[src/include/eye_tracker_consts.svh]
`ifndef EYE_TRACKER_CONSTS_SVH
`define EYE_TRACKER_CONSTS_SVH

// ----------------------------------------
// Data path widths
// ----------------------------------------
`define EYE_PIX_W        8          // One camera tap
`define EYE_COORD_W      10         // 640 columns, 480 lines
`define EYE_SUM_S_W      20         // Dark pixel count
`define EYE_SUM_XY_W     28         // Coordinate sums

// ----------------------------------------
// Camera flag levels
// ----------------------------------------
`define EYE_FVAL_POL     1'b1
`define EYE_LVAL_POL     1'b1
`define EYE_DVAL_POL     1'b0       // Data valid is active low

// ----------------------------------------
// Serial report
// ----------------------------------------
`define EYE_REPORT_HDR   8'hA5
`define EYE_REPORT_BYTES 12
`define EYE_BAUD_DIV     16         // cclk cycles per bit

`endif

[src/hw/eye_tracker_pkg.sv]
`include "eye_tracker_consts.svh"

package eye_tracker_pkg;

    // ----------------------------------------
    // Pixel and position
    // ----------------------------------------

    // One tap of the dual tap stream
    typedef logic [`EYE_PIX_W-1:0] pix_t;

    typedef logic [`EYE_COORD_W-1:0] coord_t;    // Column or line index

    // ----------------------------------------
    // Frame sums
    // ----------------------------------------

    // Number of dark pixels in a frame
    typedef logic [`EYE_SUM_S_W-1:0] sum_s_t;

    // Sum of x or of y over the dark pixels
    typedef logic [`EYE_SUM_XY_W-1:0] sum_xy_t;

endpackage

[src/hw/cl_input_sync.sv]
`timescale 1ns/1ns

`include "eye_tracker_consts.svh"

module cl_input_sync (
    input  logic                  cclk,
    input  logic                  rst,
    input  logic                  fval,
    input  logic                  lval,
    input  logic                  dval,
    input  eye_tracker_pkg::pix_t data_l,
    input  eye_tracker_pkg::pix_t data_r,
    output logic                  frame_start,
    output logic                  frame_end,
    output logic                  line_start,
    output logic                  pix_valid,
    output eye_tracker_pkg::pix_t pix_l,
    output eye_tracker_pkg::pix_t pix_r
);

    logic fval_act;
    logic lval_act;
    logic dval_act;
    logic fval_q;                   // Flags seen one cycle earlier
    logic lval_q;

    // Bring every flag to active high
    assign fval_act = (fval == `EYE_FVAL_POL);
    assign lval_act = (lval == `EYE_LVAL_POL);
    assign dval_act = (dval == `EYE_DVAL_POL);

    always_ff @(posedge cclk) begin
        if (rst) begin
            fval_q      <= 1'b0;
            lval_q      <= 1'b0;
            frame_start <= 1'b0;
            frame_end   <= 1'b0;
            line_start  <= 1'b0;
            pix_valid   <= 1'b0;
        end else begin
            fval_q      <= fval_act;
            lval_q      <= lval_act;
            frame_start <= fval_act & ~fval_q;
            frame_end   <= ~fval_act & fval_q;
            line_start  <= lval_act & ~lval_q & fval_act;  // Only inside a frame
            pix_valid   <= fval_act & lval_act & dval_act;
        end
    end

    // Pixels ride along with the flags
    always_ff @(posedge cclk) begin
        pix_l <= data_l;
        pix_r <= data_r;
    end

endmodule

[src/hw/eye_tracker_top.sv]
`timescale 1ns/1ns

module eye_tracker_top (
    input  logic                  cclk,
    input  logic                  rst,
    input  logic                  fval,
    input  logic                  lval,
    input  logic                  dval,
    input  eye_tracker_pkg::pix_t data_l,
    input  eye_tracker_pkg::pix_t data_r,
    input  eye_tracker_pkg::pix_t jp,
    output logic                  uart_txd
);

    // ----------------------------------------
    // Internal nets
    // ----------------------------------------
    logic                     frame_start;
    logic                     frame_end;
    logic                     line_start;
    logic                     pix_valid;
    eye_tracker_pkg::pix_t    pix_l;
    eye_tracker_pkg::pix_t    pix_r;

    logic                     report_trig;
    logic                     report_busy;
    eye_tracker_pkg::sum_s_t  sum_s;
    eye_tracker_pkg::sum_xy_t sum_x;
    eye_tracker_pkg::sum_xy_t sum_y;

    logic                     tx_valid;
    logic                     tx_busy;
    eye_tracker_pkg::pix_t    tx_data;

    // Camera in
    cl_input_sync u_cl_input_sync (
        .cclk(cclk), .rst(rst), .fval(fval), .lval(lval), .dval(dval),
        .data_l(data_l), .data_r(data_r),
        .frame_start(frame_start), .frame_end(frame_end), .line_start(line_start),
        .pix_valid(pix_valid), .pix_l(pix_l), .pix_r(pix_r)
    );

    // Pupil centroid sums
    gravity_accum u_gravity_accum (
        .cclk(cclk), .rst(rst), .frame_start(frame_start), .frame_end(frame_end),
        .line_start(line_start), .pix_valid(pix_valid), .pix_l(pix_l), .pix_r(pix_r),
        .jp(jp), .report_busy(report_busy), .report_trig(report_trig),
        .sum_s(sum_s), .sum_x(sum_x), .sum_y(sum_y)
    );

    report_framer u_report_framer (
        .cclk(cclk), .rst(rst), .report_trig(report_trig),
        .sum_s(sum_s), .sum_x(sum_x), .sum_y(sum_y), .report_busy(report_busy),
        .tx_valid(tx_valid), .tx_data(tx_data), .tx_busy(tx_busy)
    );

    uart_tx u_uart_tx (
        .cclk(cclk), .rst(rst), .tx_valid(tx_valid), .tx_data(tx_data),
        .tx_busy(tx_busy), .uart_txd(uart_txd)
    );

endmodule

[src/hw/gravity_accum.sv]
`timescale 1ns/1ns

module gravity_accum (
    input  logic                     cclk,
    input  logic                     rst,
    input  logic                     frame_start,
    input  logic                     frame_end,
    input  logic                     line_start,
    input  logic                     pix_valid,
    input  eye_tracker_pkg::pix_t    pix_l,
    input  eye_tracker_pkg::pix_t    pix_r,
    input  eye_tracker_pkg::pix_t    jp,           // Threshold
    input  logic                     report_busy,
    output logic                     report_trig,
    output eye_tracker_pkg::sum_s_t  sum_s,
    output eye_tracker_pkg::sum_xy_t sum_x,
    output eye_tracker_pkg::sum_xy_t sum_y
);

    eye_tracker_pkg::coord_t  x_cnt;
    eye_tracker_pkg::coord_t  y_cnt;
    eye_tracker_pkg::coord_t  x_cur;
    eye_tracker_pkg::coord_t  y_cur;
    eye_tracker_pkg::coord_t  y_base;
    eye_tracker_pkg::sum_s_t  acc_s;
    eye_tracker_pkg::sum_s_t  inc_s;
    eye_tracker_pkg::sum_xy_t acc_x;
    eye_tracker_pkg::sum_xy_t inc_x;
    eye_tracker_pkg::sum_xy_t acc_y;
    eye_tracker_pkg::sum_xy_t inc_y;
    eye_tracker_pkg::sum_xy_t x_ext;
    eye_tracker_pkg::sum_xy_t y_ext;
    logic                     dark_l;
    logic                     dark_r;
    logic                     hand_off;

    // ----------------------------------------
    // Coordinates of the current pair
    // ----------------------------------------
    // Both also hold when a frame or line starts in this very cycle
    assign y_base = frame_start ? '1 : y_cnt;             // All ones wraps to line 0
    assign y_cur  = line_start ? y_base + 1'b1 : y_base;
    assign x_cur  = line_start ? '0 : x_cnt;

    // Strictly darker than the threshold
    assign dark_l = pix_valid & (pix_l < jp);
    assign dark_r = pix_valid & (pix_r < jp);

    assign x_ext = eye_tracker_pkg::sum_xy_t'(x_cur);
    assign y_ext = eye_tracker_pkg::sum_xy_t'(y_cur);

    assign inc_s = eye_tracker_pkg::sum_s_t'(dark_l) + eye_tracker_pkg::sum_s_t'(dark_r);
    assign inc_x = (dark_l ? x_ext : '0) + (dark_r ? x_ext + 1'b1 : '0);  // Right tap at x+1
    assign inc_y = (dark_l ? y_ext : '0) + (dark_r ? y_ext : '0);

    // ----------------------------------------
    // Counters and running sums
    // ----------------------------------------
    always_ff @(posedge cclk) begin
        if (rst) begin
            x_cnt <= '0;
            y_cnt <= '0;
            acc_s <= '0;
            acc_x <= '0;
            acc_y <= '0;
        end else begin
            y_cnt <= y_cur;
            x_cnt <= pix_valid ? x_cur + 2'd2 : x_cur;
            acc_s <= (frame_start ? '0 : acc_s) + inc_s;  // Cleared at frame start
            acc_x <= (frame_start ? '0 : acc_x) + inc_x;
            acc_y <= (frame_start ? '0 : acc_y) + inc_y;
        end
    end

    // ----------------------------------------
    // Hand off at frame end
    // ----------------------------------------
    // A busy framer means this frame is lost
    assign hand_off = frame_end & ~report_busy;

    always_ff @(posedge cclk) begin
        if (rst) begin
            report_trig <= 1'b0;
        end else begin
            report_trig <= hand_off;
        end
    end

    always_ff @(posedge cclk) begin
        if (hand_off) begin
            sum_s <= acc_s;
            sum_x <= acc_x;
            sum_y <= acc_y;
        end
    end

endmodule

[src/hw/report_framer.sv]
`timescale 1ns/1ns

`include "eye_tracker_consts.svh"

module report_framer (
    input  logic                     cclk,
    input  logic                     rst,
    input  logic                     report_trig,
    input  eye_tracker_pkg::sum_s_t  sum_s,
    input  eye_tracker_pkg::sum_xy_t sum_x,
    input  eye_tracker_pkg::sum_xy_t sum_y,
    output logic                     report_busy,
    output logic                     tx_valid,
    output eye_tracker_pkg::pix_t    tx_data,
    input  logic                     tx_busy
);

    localparam int NBYTES = `EYE_REPORT_BYTES;
    localparam int SR_W   = NBYTES * 8;
    localparam int CNT_W  = $clog2(NBYTES);

    logic [SR_W-1:0]  shreg;        // Next byte sits at the top
    logic [CNT_W-1:0] byte_cnt;
    logic             accept;
    logic             load;

    assign load     = report_trig & ~report_busy;
    assign accept   = tx_valid & ~tx_busy;
    assign tx_valid = report_busy;                 // A byte is pending for the whole report
    assign tx_data  = shreg[SR_W-1 -: 8];

    // ----------------------------------------
    // Byte counter
    // ----------------------------------------
    always_ff @(posedge cclk) begin
        if (rst) begin
            report_busy <= 1'b0;
            byte_cnt    <= '0;
        end else if (!report_busy) begin
            if (report_trig) begin
                report_busy <= 1'b1;
                byte_cnt    <= '0;
            end
        end else if (accept) begin
            if (byte_cnt == CNT_W'(NBYTES - 1)) begin
                report_busy <= 1'b0;               // Last byte taken
            end
            byte_cnt <= byte_cnt + 1'b1;
        end
    end

    // ----------------------------------------
    // Report shift register
    // ----------------------------------------
    // Header, count in 3 bytes, x and y in 4 bytes each, MSB first
    always_ff @(posedge cclk) begin
        if (load) begin
            shreg <= {`EYE_REPORT_HDR, 24'(sum_s), 32'(sum_x), 32'(sum_y)};
        end else if (accept) begin
            shreg <= {shreg[SR_W-9:0], 8'h00};
        end
    end

endmodule

[src/hw/uart_tx.sv]
`timescale 1ns/1ns

`include "eye_tracker_consts.svh"

module uart_tx #(
    parameter int BAUD_DIV = `EYE_BAUD_DIV        // cclk cycles per bit
) (
    input  logic                  cclk,
    input  logic                  rst,
    input  logic                  tx_valid,
    input  eye_tracker_pkg::pix_t tx_data,
    output logic                  tx_busy,
    output logic                  uart_txd
);

    localparam int CNT_W = $clog2(BAUD_DIV + 1);

    logic [CNT_W-1:0] baud_cnt;
    logic [3:0]       bit_idx;      // 0 start, 1..8 data, 9 stop
    logic [8:0]       shreg;        // Data bits then stop bit
    logic             bit_done;

    assign bit_done = (baud_cnt == CNT_W'(BAUD_DIV - 1));

    always_ff @(posedge cclk) begin
        if (rst) begin
            tx_busy  <= 1'b0;
            uart_txd <= 1'b1;       // Idle line
            baud_cnt <= '0;
            bit_idx  <= '0;
        end else if (!tx_busy) begin
            if (tx_valid) begin
                tx_busy  <= 1'b1;
                uart_txd <= 1'b0;   // Start bit
                baud_cnt <= '0;
                bit_idx  <= '0;
            end
        end else if (bit_done) begin
            baud_cnt <= '0;
            if (bit_idx == 4'd9) begin
                tx_busy <= 1'b0;    // Stop bit done, line stays high
            end else begin
                uart_txd <= shreg[0];
                bit_idx  <= bit_idx + 1'b1;
            end
        end else begin
            baud_cnt <= baud_cnt + 1'b1;
        end
    end

    // LSB first
    always_ff @(posedge cclk) begin
        if (!tx_busy && tx_valid) begin
            shreg <= {1'b1, tx_data};
        end else if (tx_busy && bit_done) begin
            shreg <= {1'b1, shreg[8:1]};
        end
    end

endmodule

[config.mk]
export PLATFORM = sky130hd
export DESIGN_NAME = eye_tracker_top
export DESIGN_NICKNAME = d
export VERILOG_FILES = /design/src/hw/eye_tracker_pkg.sv /design/src/hw/cl_input_sync.sv /design/src/hw/eye_tracker_top.sv /design/src/hw/gravity_accum.sv /design/src/hw/report_framer.sv /design/src/hw/uart_tx.sv
export VERILOG_INCLUDE_DIRS = /design/src /design/src/include
export SDC_FILE = /design/constraint.sdc
export NUM_CORES = 1
export LEC_CHECK = 0
export BUFFER_PORTS_ARGS = -buffer_cell sky130_fd_sc_hd__buf_2
export CAP_MARGIN = 20
export CORE_MARGIN = 8
export CORE_UTILIZATION = 60
export DETAILED_ROUTE_END_ITERATION = 8
export GPL_ROUTABILITY_DRIVEN = 0
export PLACE_DENSITY = 0.76
export SYNTH_ARGS = -nofsm -noshare
export SYNTH_HDL_FRONTEND = slang
export SYNTH_HIERARCHICAL = 1
export SYNTH_SLANG_ARGS = --single-unit
[constraint.sdc]
create_clock -name cclk -period 10.43 [get_ports cclk]
set_clock_uncertainty 0.1 [all_clocks]
set_input_delay 1.043 -clock cclk [delete_from_list [all_inputs] [get_ports cclk]]
set_output_delay 1.043 -clock cclk [all_outputs]
set_load 0.02 [all_outputs]
# --- Word-level counts from Yosys, hierarchy flattened ---
# Index checks and enable logic that the tools add are counted.
# Widths: inputs -> output; s select.
word_totals:
  latch_bits: 0
  wordCells: 109
  inputBits: 29
  ff_bits: 315
  mem_bits_ro: 0
  ramBits: 0
  out_inout_bits: 1
  n_memories: 0
op_classes:
  bitwise_logic: 17
  addsub: 12
  mux: 37
  shift: 0
  n_div: 0
  n_reduce_logical: 9
  n_eq_ne: 6
  n_mul: 0
  magnitude_cmp: 2
op_table:
  columns: ["operator", "count"]
  rows:
  - ["$mux 84", 2]
  - ["$add 28x28->28", 4]
  - ["$mux 28", 3]
  - ["$mux 10", 7]
  - ["$mux 4", 7]
  - ["$add 20x20->20", 1]
  - ["$mux 20", 1]
  - ["$lt 8x8->1", 2]
  - ["$mux 8", 2]
  - ["$mux 5", 3]
  - ["$mux 1", 12]
  - ["$add 10x1->11 const B", 1]
  - ["$and 1x1->1", 11]
  - ["$add 10x1->10 const B", 1]
  - ["$add 10x2->10 const B", 1]
  - ["$add 4x1->4 const B", 2]
  - ["$eq 4x4->1 const B", 2]
  - ["$reduce_bool 2->1", 4]
  - ["$ne 2x2->1 const B", 3]
  - ["$not 1->1", 6]
  - ["$add 5x1->5 const B", 1]
  - ["$eq 5x4->1 const B", 1]
  - ["$reduce_and 3->1", 1]
  - ["$add 1x1->2", 1]
  - ["3 further kinds", 4]

# --- Depth between registers and ports, before layout ---
depth:
  depth_word: 6
  depth_mapped: 21
  depth_no_buf: 20

# --- Modules after synthesis ---
# Netlist, hierarchy kept.
by_module_without_submodules:
  columns: ["mod", "seq_area_each_um2", "instances", "area_each_um2", "cells_per_inst"]
  rows:
  - ["gravity_accum", 4224.1, 1, 8510.7, 842]
  - ["report_framer", 2782.7, 1, 3935.0, 257]
  - ["uart_tx", 460.4, 1, 928.4, 82]
  - ["cl_input_sync", 440.4, 1, 498.0, 28]

# --- Worst setup path before layout ---
# Ideal clock, no wire load.
synth_timing:
  kind: "in2reg"
  start: "input port jp[5]"
  end: "register u_gravity_accum.acc_y[27]"
  required_time_ns: 10.260
  arrival_time_ns: 5.168
  stages: 21
  path_buffers: 1
  setup_slack_ns: 5.092
  setup_ns: 0.070
  path_cell_list: "inv_1 ha_1 a21oi_1 nand2_1 a21oi_1 o21ai_0 a211o_1 inv_1 buf_1 nand2_1 fa_1 inv_1 ha_1 inv_1 fa_1 and2b_1 o211ai_1 a211oi_2 o21ai_0 or3_1 a21oi_1"
synth_between:
  elab_chain_cells: 5
  word_cells_on_any_way: 8
  cone_classes: "add/sub (2); order compare (2); mux (2); bitwise (2)"
synth_lines:
  columns: ["element", "line_no", "text"]
  rows:
  - ["from (decl)", "eye_tracker_top.sv:11", "input eye_tracker_pkg::pix_t jp,"]
  - ["$lt 8x8->1 (on tied branches)", "gravity_accum.sv:46, gravity_accum.sv:47", null]
  - ["$and 1x1->1 (on tied branches)", "gravity_accum.sv:46, gravity_accum.sv:47", null]
  - ["$mux 10", "gravity_accum.sv:54", "assign inc_y = (dark_l ? y_ext : '0) + (dark_r ? y_ext : '0);"]
  - ["$add 28x28->28 *", "gravity_accum.sv:54", null]
  - ["$add 28x28->28 *", "gravity_accum.sv:71", "acc_y <= (frame_start ? '0 : acc_y) + inc_y;"]
  - ["to (signal assigned)", "gravity_accum.sv:71", null]
  - ["to (decl)", "gravity_accum.sv:29", "eye_tracker_pkg::sum_xy_t acc_y;"]
# Mark *: on every way between the ends. The rest lies on a longest branch, timed or not.
# A chain may end at the register's enable or synchronous reset.

# --- Worst setup path after layout ---
# Same ends and word-level chain as after synthesis.

==> metrics.md <==
| Metric | Value |
|---|---|
| CTS max path bufs | `3` |
| Mapped cell area | `between 10000 and 15000 µm²` |
| FF-to-FF Start | `u_cl_input_sync/pix_l[5]` |
| Diode count | `0` |
| Pin count of the biggest net entering global routing | `93` |
| Vias per Instance | `approximately 5.8` |
| Initial antenna violation count | `0` |
| Pre-Repair DR Iteration Count | `5` |
| Worst-path maximum fanout | `15` |
| Required time of the worst setup path | `roughly 11000 ps` |
| Detailed Place HPWL | `around 16000 µm` |
| Syn_nets | `roughly 1300` |
| Psw | `roughly 0.00054 W` |
| # Post-CTS Setup Buffers | `0` |
| Clock Sinks | `315` |
| Status | `finished, final reports clean` |
| Share of power burned in registers | `between 50% and 60%` |
| Synthesized flop and latch total | `~320` |
| Cells after Synth | `about 1200` |
| Critical path depth | `21` |
| Initial core utilization | `61.3%` |
| Later-pin clock latency in the skew report | `approximately 570 ps` |
| Port bufs | `29` |
| Remaining DRCs | `0` |
| Area occupied by multi-input gates | `between 5000 and 6000 µm²` |
| CP most frequent cell | `inv_1` |
| PwrDens | `173 nW/µm²` |
| Maxcap violations | `0` |
| Fin crit share | `between 50% and 60%` |
| Synth async-reset ratio | `0%` |
| Start point of the worst hold path | `u_cl_input_sync/fval_q` |
| Leakage Power | `around 5.9 nW` |
| Hold path endpoint | `u_cl_input_sync/frame_start` |
| RSZ-0062 raised after global routing | `false` |
| Final core occ | `between 60 and 70%` |
| Die X | `around 170 µm` |
| Post-Route WL | `25400 µm` |
| Area grow syn2layout | `10.1%` |
| Cts repair resizes | `0` |
| Most frequent cells in the layout | `edfxtp_1, dfxtp_1, nand2_1` |
| Post-layout min period | `~5400 ps` |
| Yosys warnings | `6` |
| Slowest stage delay, CP | `approximately 500 ps` |
| Internal power | `~0.0021 W` |
| Cell Chain, Critical Path | `buf_2, inv_1, ha_1, a21oi_1, nand2_1, a21oi_1, o21ai_0, a211o_1, inv_1, nand2_1, fa_1, inv_1, ha_1, inv_1, fa_1, and2b_1, o211ai_1, a211oi_2, o21ai_0, or3_1, a21oi_1` |
| Top FF cell, synth | `edfxtp_1` |
| Register area | `around 8000 µm²` |
| DIE HEIGHT | `approximately 170 µm` |
| NumNets Final | `1316` |
| Critical path startpoint category | `input pin` |
| R2R cell count | `19` |
| Finish-stage setup viols | `0` |
| Arrival time worst endpoint | `around 5800 ps` |
| Hold Path Depth | `1` |
| Final std cell area, no fill | `between 15000 and 20000 µm²` |
| CP Capture Type | `flip-flop` |
| FF-to-FF setup slack | `5360 ps` |
| WL/cell | `roughly 17 µm` |
| Worst slew pin tran | `between 900 and 1000 ps` |
| Sw frac | `~20%` |
| Syn_area_per_cell | `about 11 µm²` |
| FMAX | `~190 MHz` |
| Worst-path clk slew | `60 ps` |
| Gate power share | `3.7%` |
| I/O Pins | `30` |
| Commonest non-fill, non-tap cell in the layout | `edfxtp_1` |
| Grt total ovfl | `0` |
| Family with the most delay on the worst path | `compound AO/OA/AOI/OAI gates` |
| RR Endpoint | `u_gravity_accum/acc_y[27]` |
| Final hold vios | `0` |
| Vias in the first global route | `8686` |
| Tot GR Track Use | `around 18%` |
| Antenna-violating nets left | `0` |
| First DRT Iteration DRCs | `547` |
| Post-synth EDFFs | `between 150 and 200` |
| Share of cells above drive strength 1 | `about a tenth` |
| Post-DP Area | `~14000 µm²` |
| Row Count | `between 50 and 60` |
| Slew Viols, Final | `0` |
| CTS tree | `done` |
| Critical-path top delay cell | `fa_1` |
| Number of fill cells | `roughly 1700` |
| Worst slew margin | `roughly 33%` |
| Die area | `approximately 28000 µm²` |
| Worst Setup Path Type | `input pin to flip-flop` |
| Hold_buf cts | `0` |
| CTS HTree Levels | `1` |
| CTS Root Cell | `clkbuf_16` |
| CTS Buf Count | `31` |
| Max VDD drop | `0.000148 V` |
| Seq/Total Area, Yosys | `between 50% and 60%` |
| Std-Cell Core Area | `22600 µm²` |
| Hold Crit Class | `flip-flop to flip-flop` |
| Detailed-route via count | `approximately 9000` |
| Worst path bufs/invs | `5` |
| First-pass GRT wire length | `~42000 µm` |
| Clk pwr share | `around 45%` |
| Final setup TNS | `0 ps` |
| Distinct cell type count after synthesis | `67` |
==> logic make-up after synthesis <==
logic type	count (synthesis)	synth area share [%]
fa+ha+maj	67	7.23
mux	12	0.965
flops	315	57.0
buf+inv	123	3.76
compound gates	248	12.9
simple gates	391	14.7
xor+xnor	53	3.35
==> state kept, by name, indices dropped and copies added, names as in the netlist, 4 cells and up <==
| name | count |
|---|---|
| u_gravity_accum/acc_y | 28 |
| u_cl_input_sync/pix_l | 8 |
| u_report_framer/byte_cnt | 4 |
| u_gravity_accum/acc_s | 20 |
| u_uart_tx/shreg | 8 |
| u_gravity_accum/x_cnt | 10 |
| u_cl_input_sync/pix_r | 8 |
| u_gravity_accum/sum_s | 20 |
| u_report_framer/shreg | 96 |
| u_gravity_accum/acc_x | 28 |
| u_gravity_accum/sum_x | 28 |
| u_uart_tx/bit_idx | 4 |
| u_gravity_accum/y_cnt | 10 |
| u_gravity_accum/sum_y | 28 |
| u_uart_tx/baud_cnt | 5 |
==> metal layers <==
metal / global-route usage (%) / wire length (µm) / vias to the layer above
met5: 0 / 0 / -
met4: 4.62 / 363 / 0
met3: 2.46 / 891 / 27
met2: 31.4 / 12600 / 159
met1: 22.9 / 11500 / 4320
li1: - / - / 4384
==> cells in the mapped netlist (12+ instances only) <==
| master | count | area [µm²] |
|---|---|---|
| edfxtp_1 | 160 | 4800 |
| dfxtp_1 | 155 | 3100 |
| nand2_1 | 93 | 349 |
| nor2_1 | 90 | 338 |
| a22o_1 | 84 | 736 |
| inv_1 | 64 | 240 |
| a21oi_1 | 61 | 305 |
| ha_1 | 45 | 563 |
| nor2b_1 | 38 | 238 |
| nand3_1 | 30 | 150 |
| clkbuf_1 | 29 | 109 |
| o21ai_0 | 29 | 145 |
| xnor2_1 | 28 | 245 |
| xor2_1 | 25 | 219 |
| fa_1 | 22 | 440 |
| nor3_1 | 17 | 85.1 |
| or3_1 | 17 | 106 |
| and3_1 | 15 | 93.8 |
| buf_2 | 15 | 75.1 |
| nand4_1 | 15 | 93.8 |
| nand2b_1 | 13 | 81.3 |
| or4_1 | 12 | 90.1 |
==> stage by stage <==
step                      instances  worst slack, ps  hold slack, ps  total power [W]
final                          1530             5040             310          0.00263
after global routing           1530             4660             326          0.00272
after CTS                      1529             5110             313          0.00266
after detailed placement       1471             4530             304          0.00148
after global placement         1471             4620             293          0.00147
after floorplan                1209             5090             287          0.00146
==> worst max path at each step <==
stage	from	endpoint
after global placement	jp[6]	u_gravity_accum/acc_x[27]
after CTS	jp[5]	u_gravity_accum/acc_y[27]
after detailed placement	jp[5]	u_gravity_accum/acc_y[27]
after global routing	jp[6]	u_gravity_accum/acc_x[16]
final	jp[5]	u_gravity_accum/acc_y[27]
after floorplan	jp[5]	u_gravity_accum/acc_y[27]
==> power groups by stage <==
| stage | registers, W | logic, W | clock network (W) |
|---|---|---|---|
| final | 0.00135 | 0.0000962 | 0.00118 |
| after detailed placement | 0.00138 | 0.0000963 | 0 |
| after floorplan | 0.00137 | 0.0000821 | 0 |
| after CTS | 0.00135 | 0.0000967 | 0.00121 |
| after global routing | 0.00136 | 0.000107 | 0.00126 |
| after global placement | 0.00138 | 0.0000934 | 0 |
==> area by class of cell <==
cell class | count | area share, %
clock buffers | 40 | 5.57
clock inverters | 18 | 1.66
inverters | 64 | 1.57
multi-input cells | 771 | 35.7
flip-flops and latches | 315 | 51.8
well taps | 285 | 2.34
repair buffers | 37 | 1.33
(Power assumes the default switching activity.)
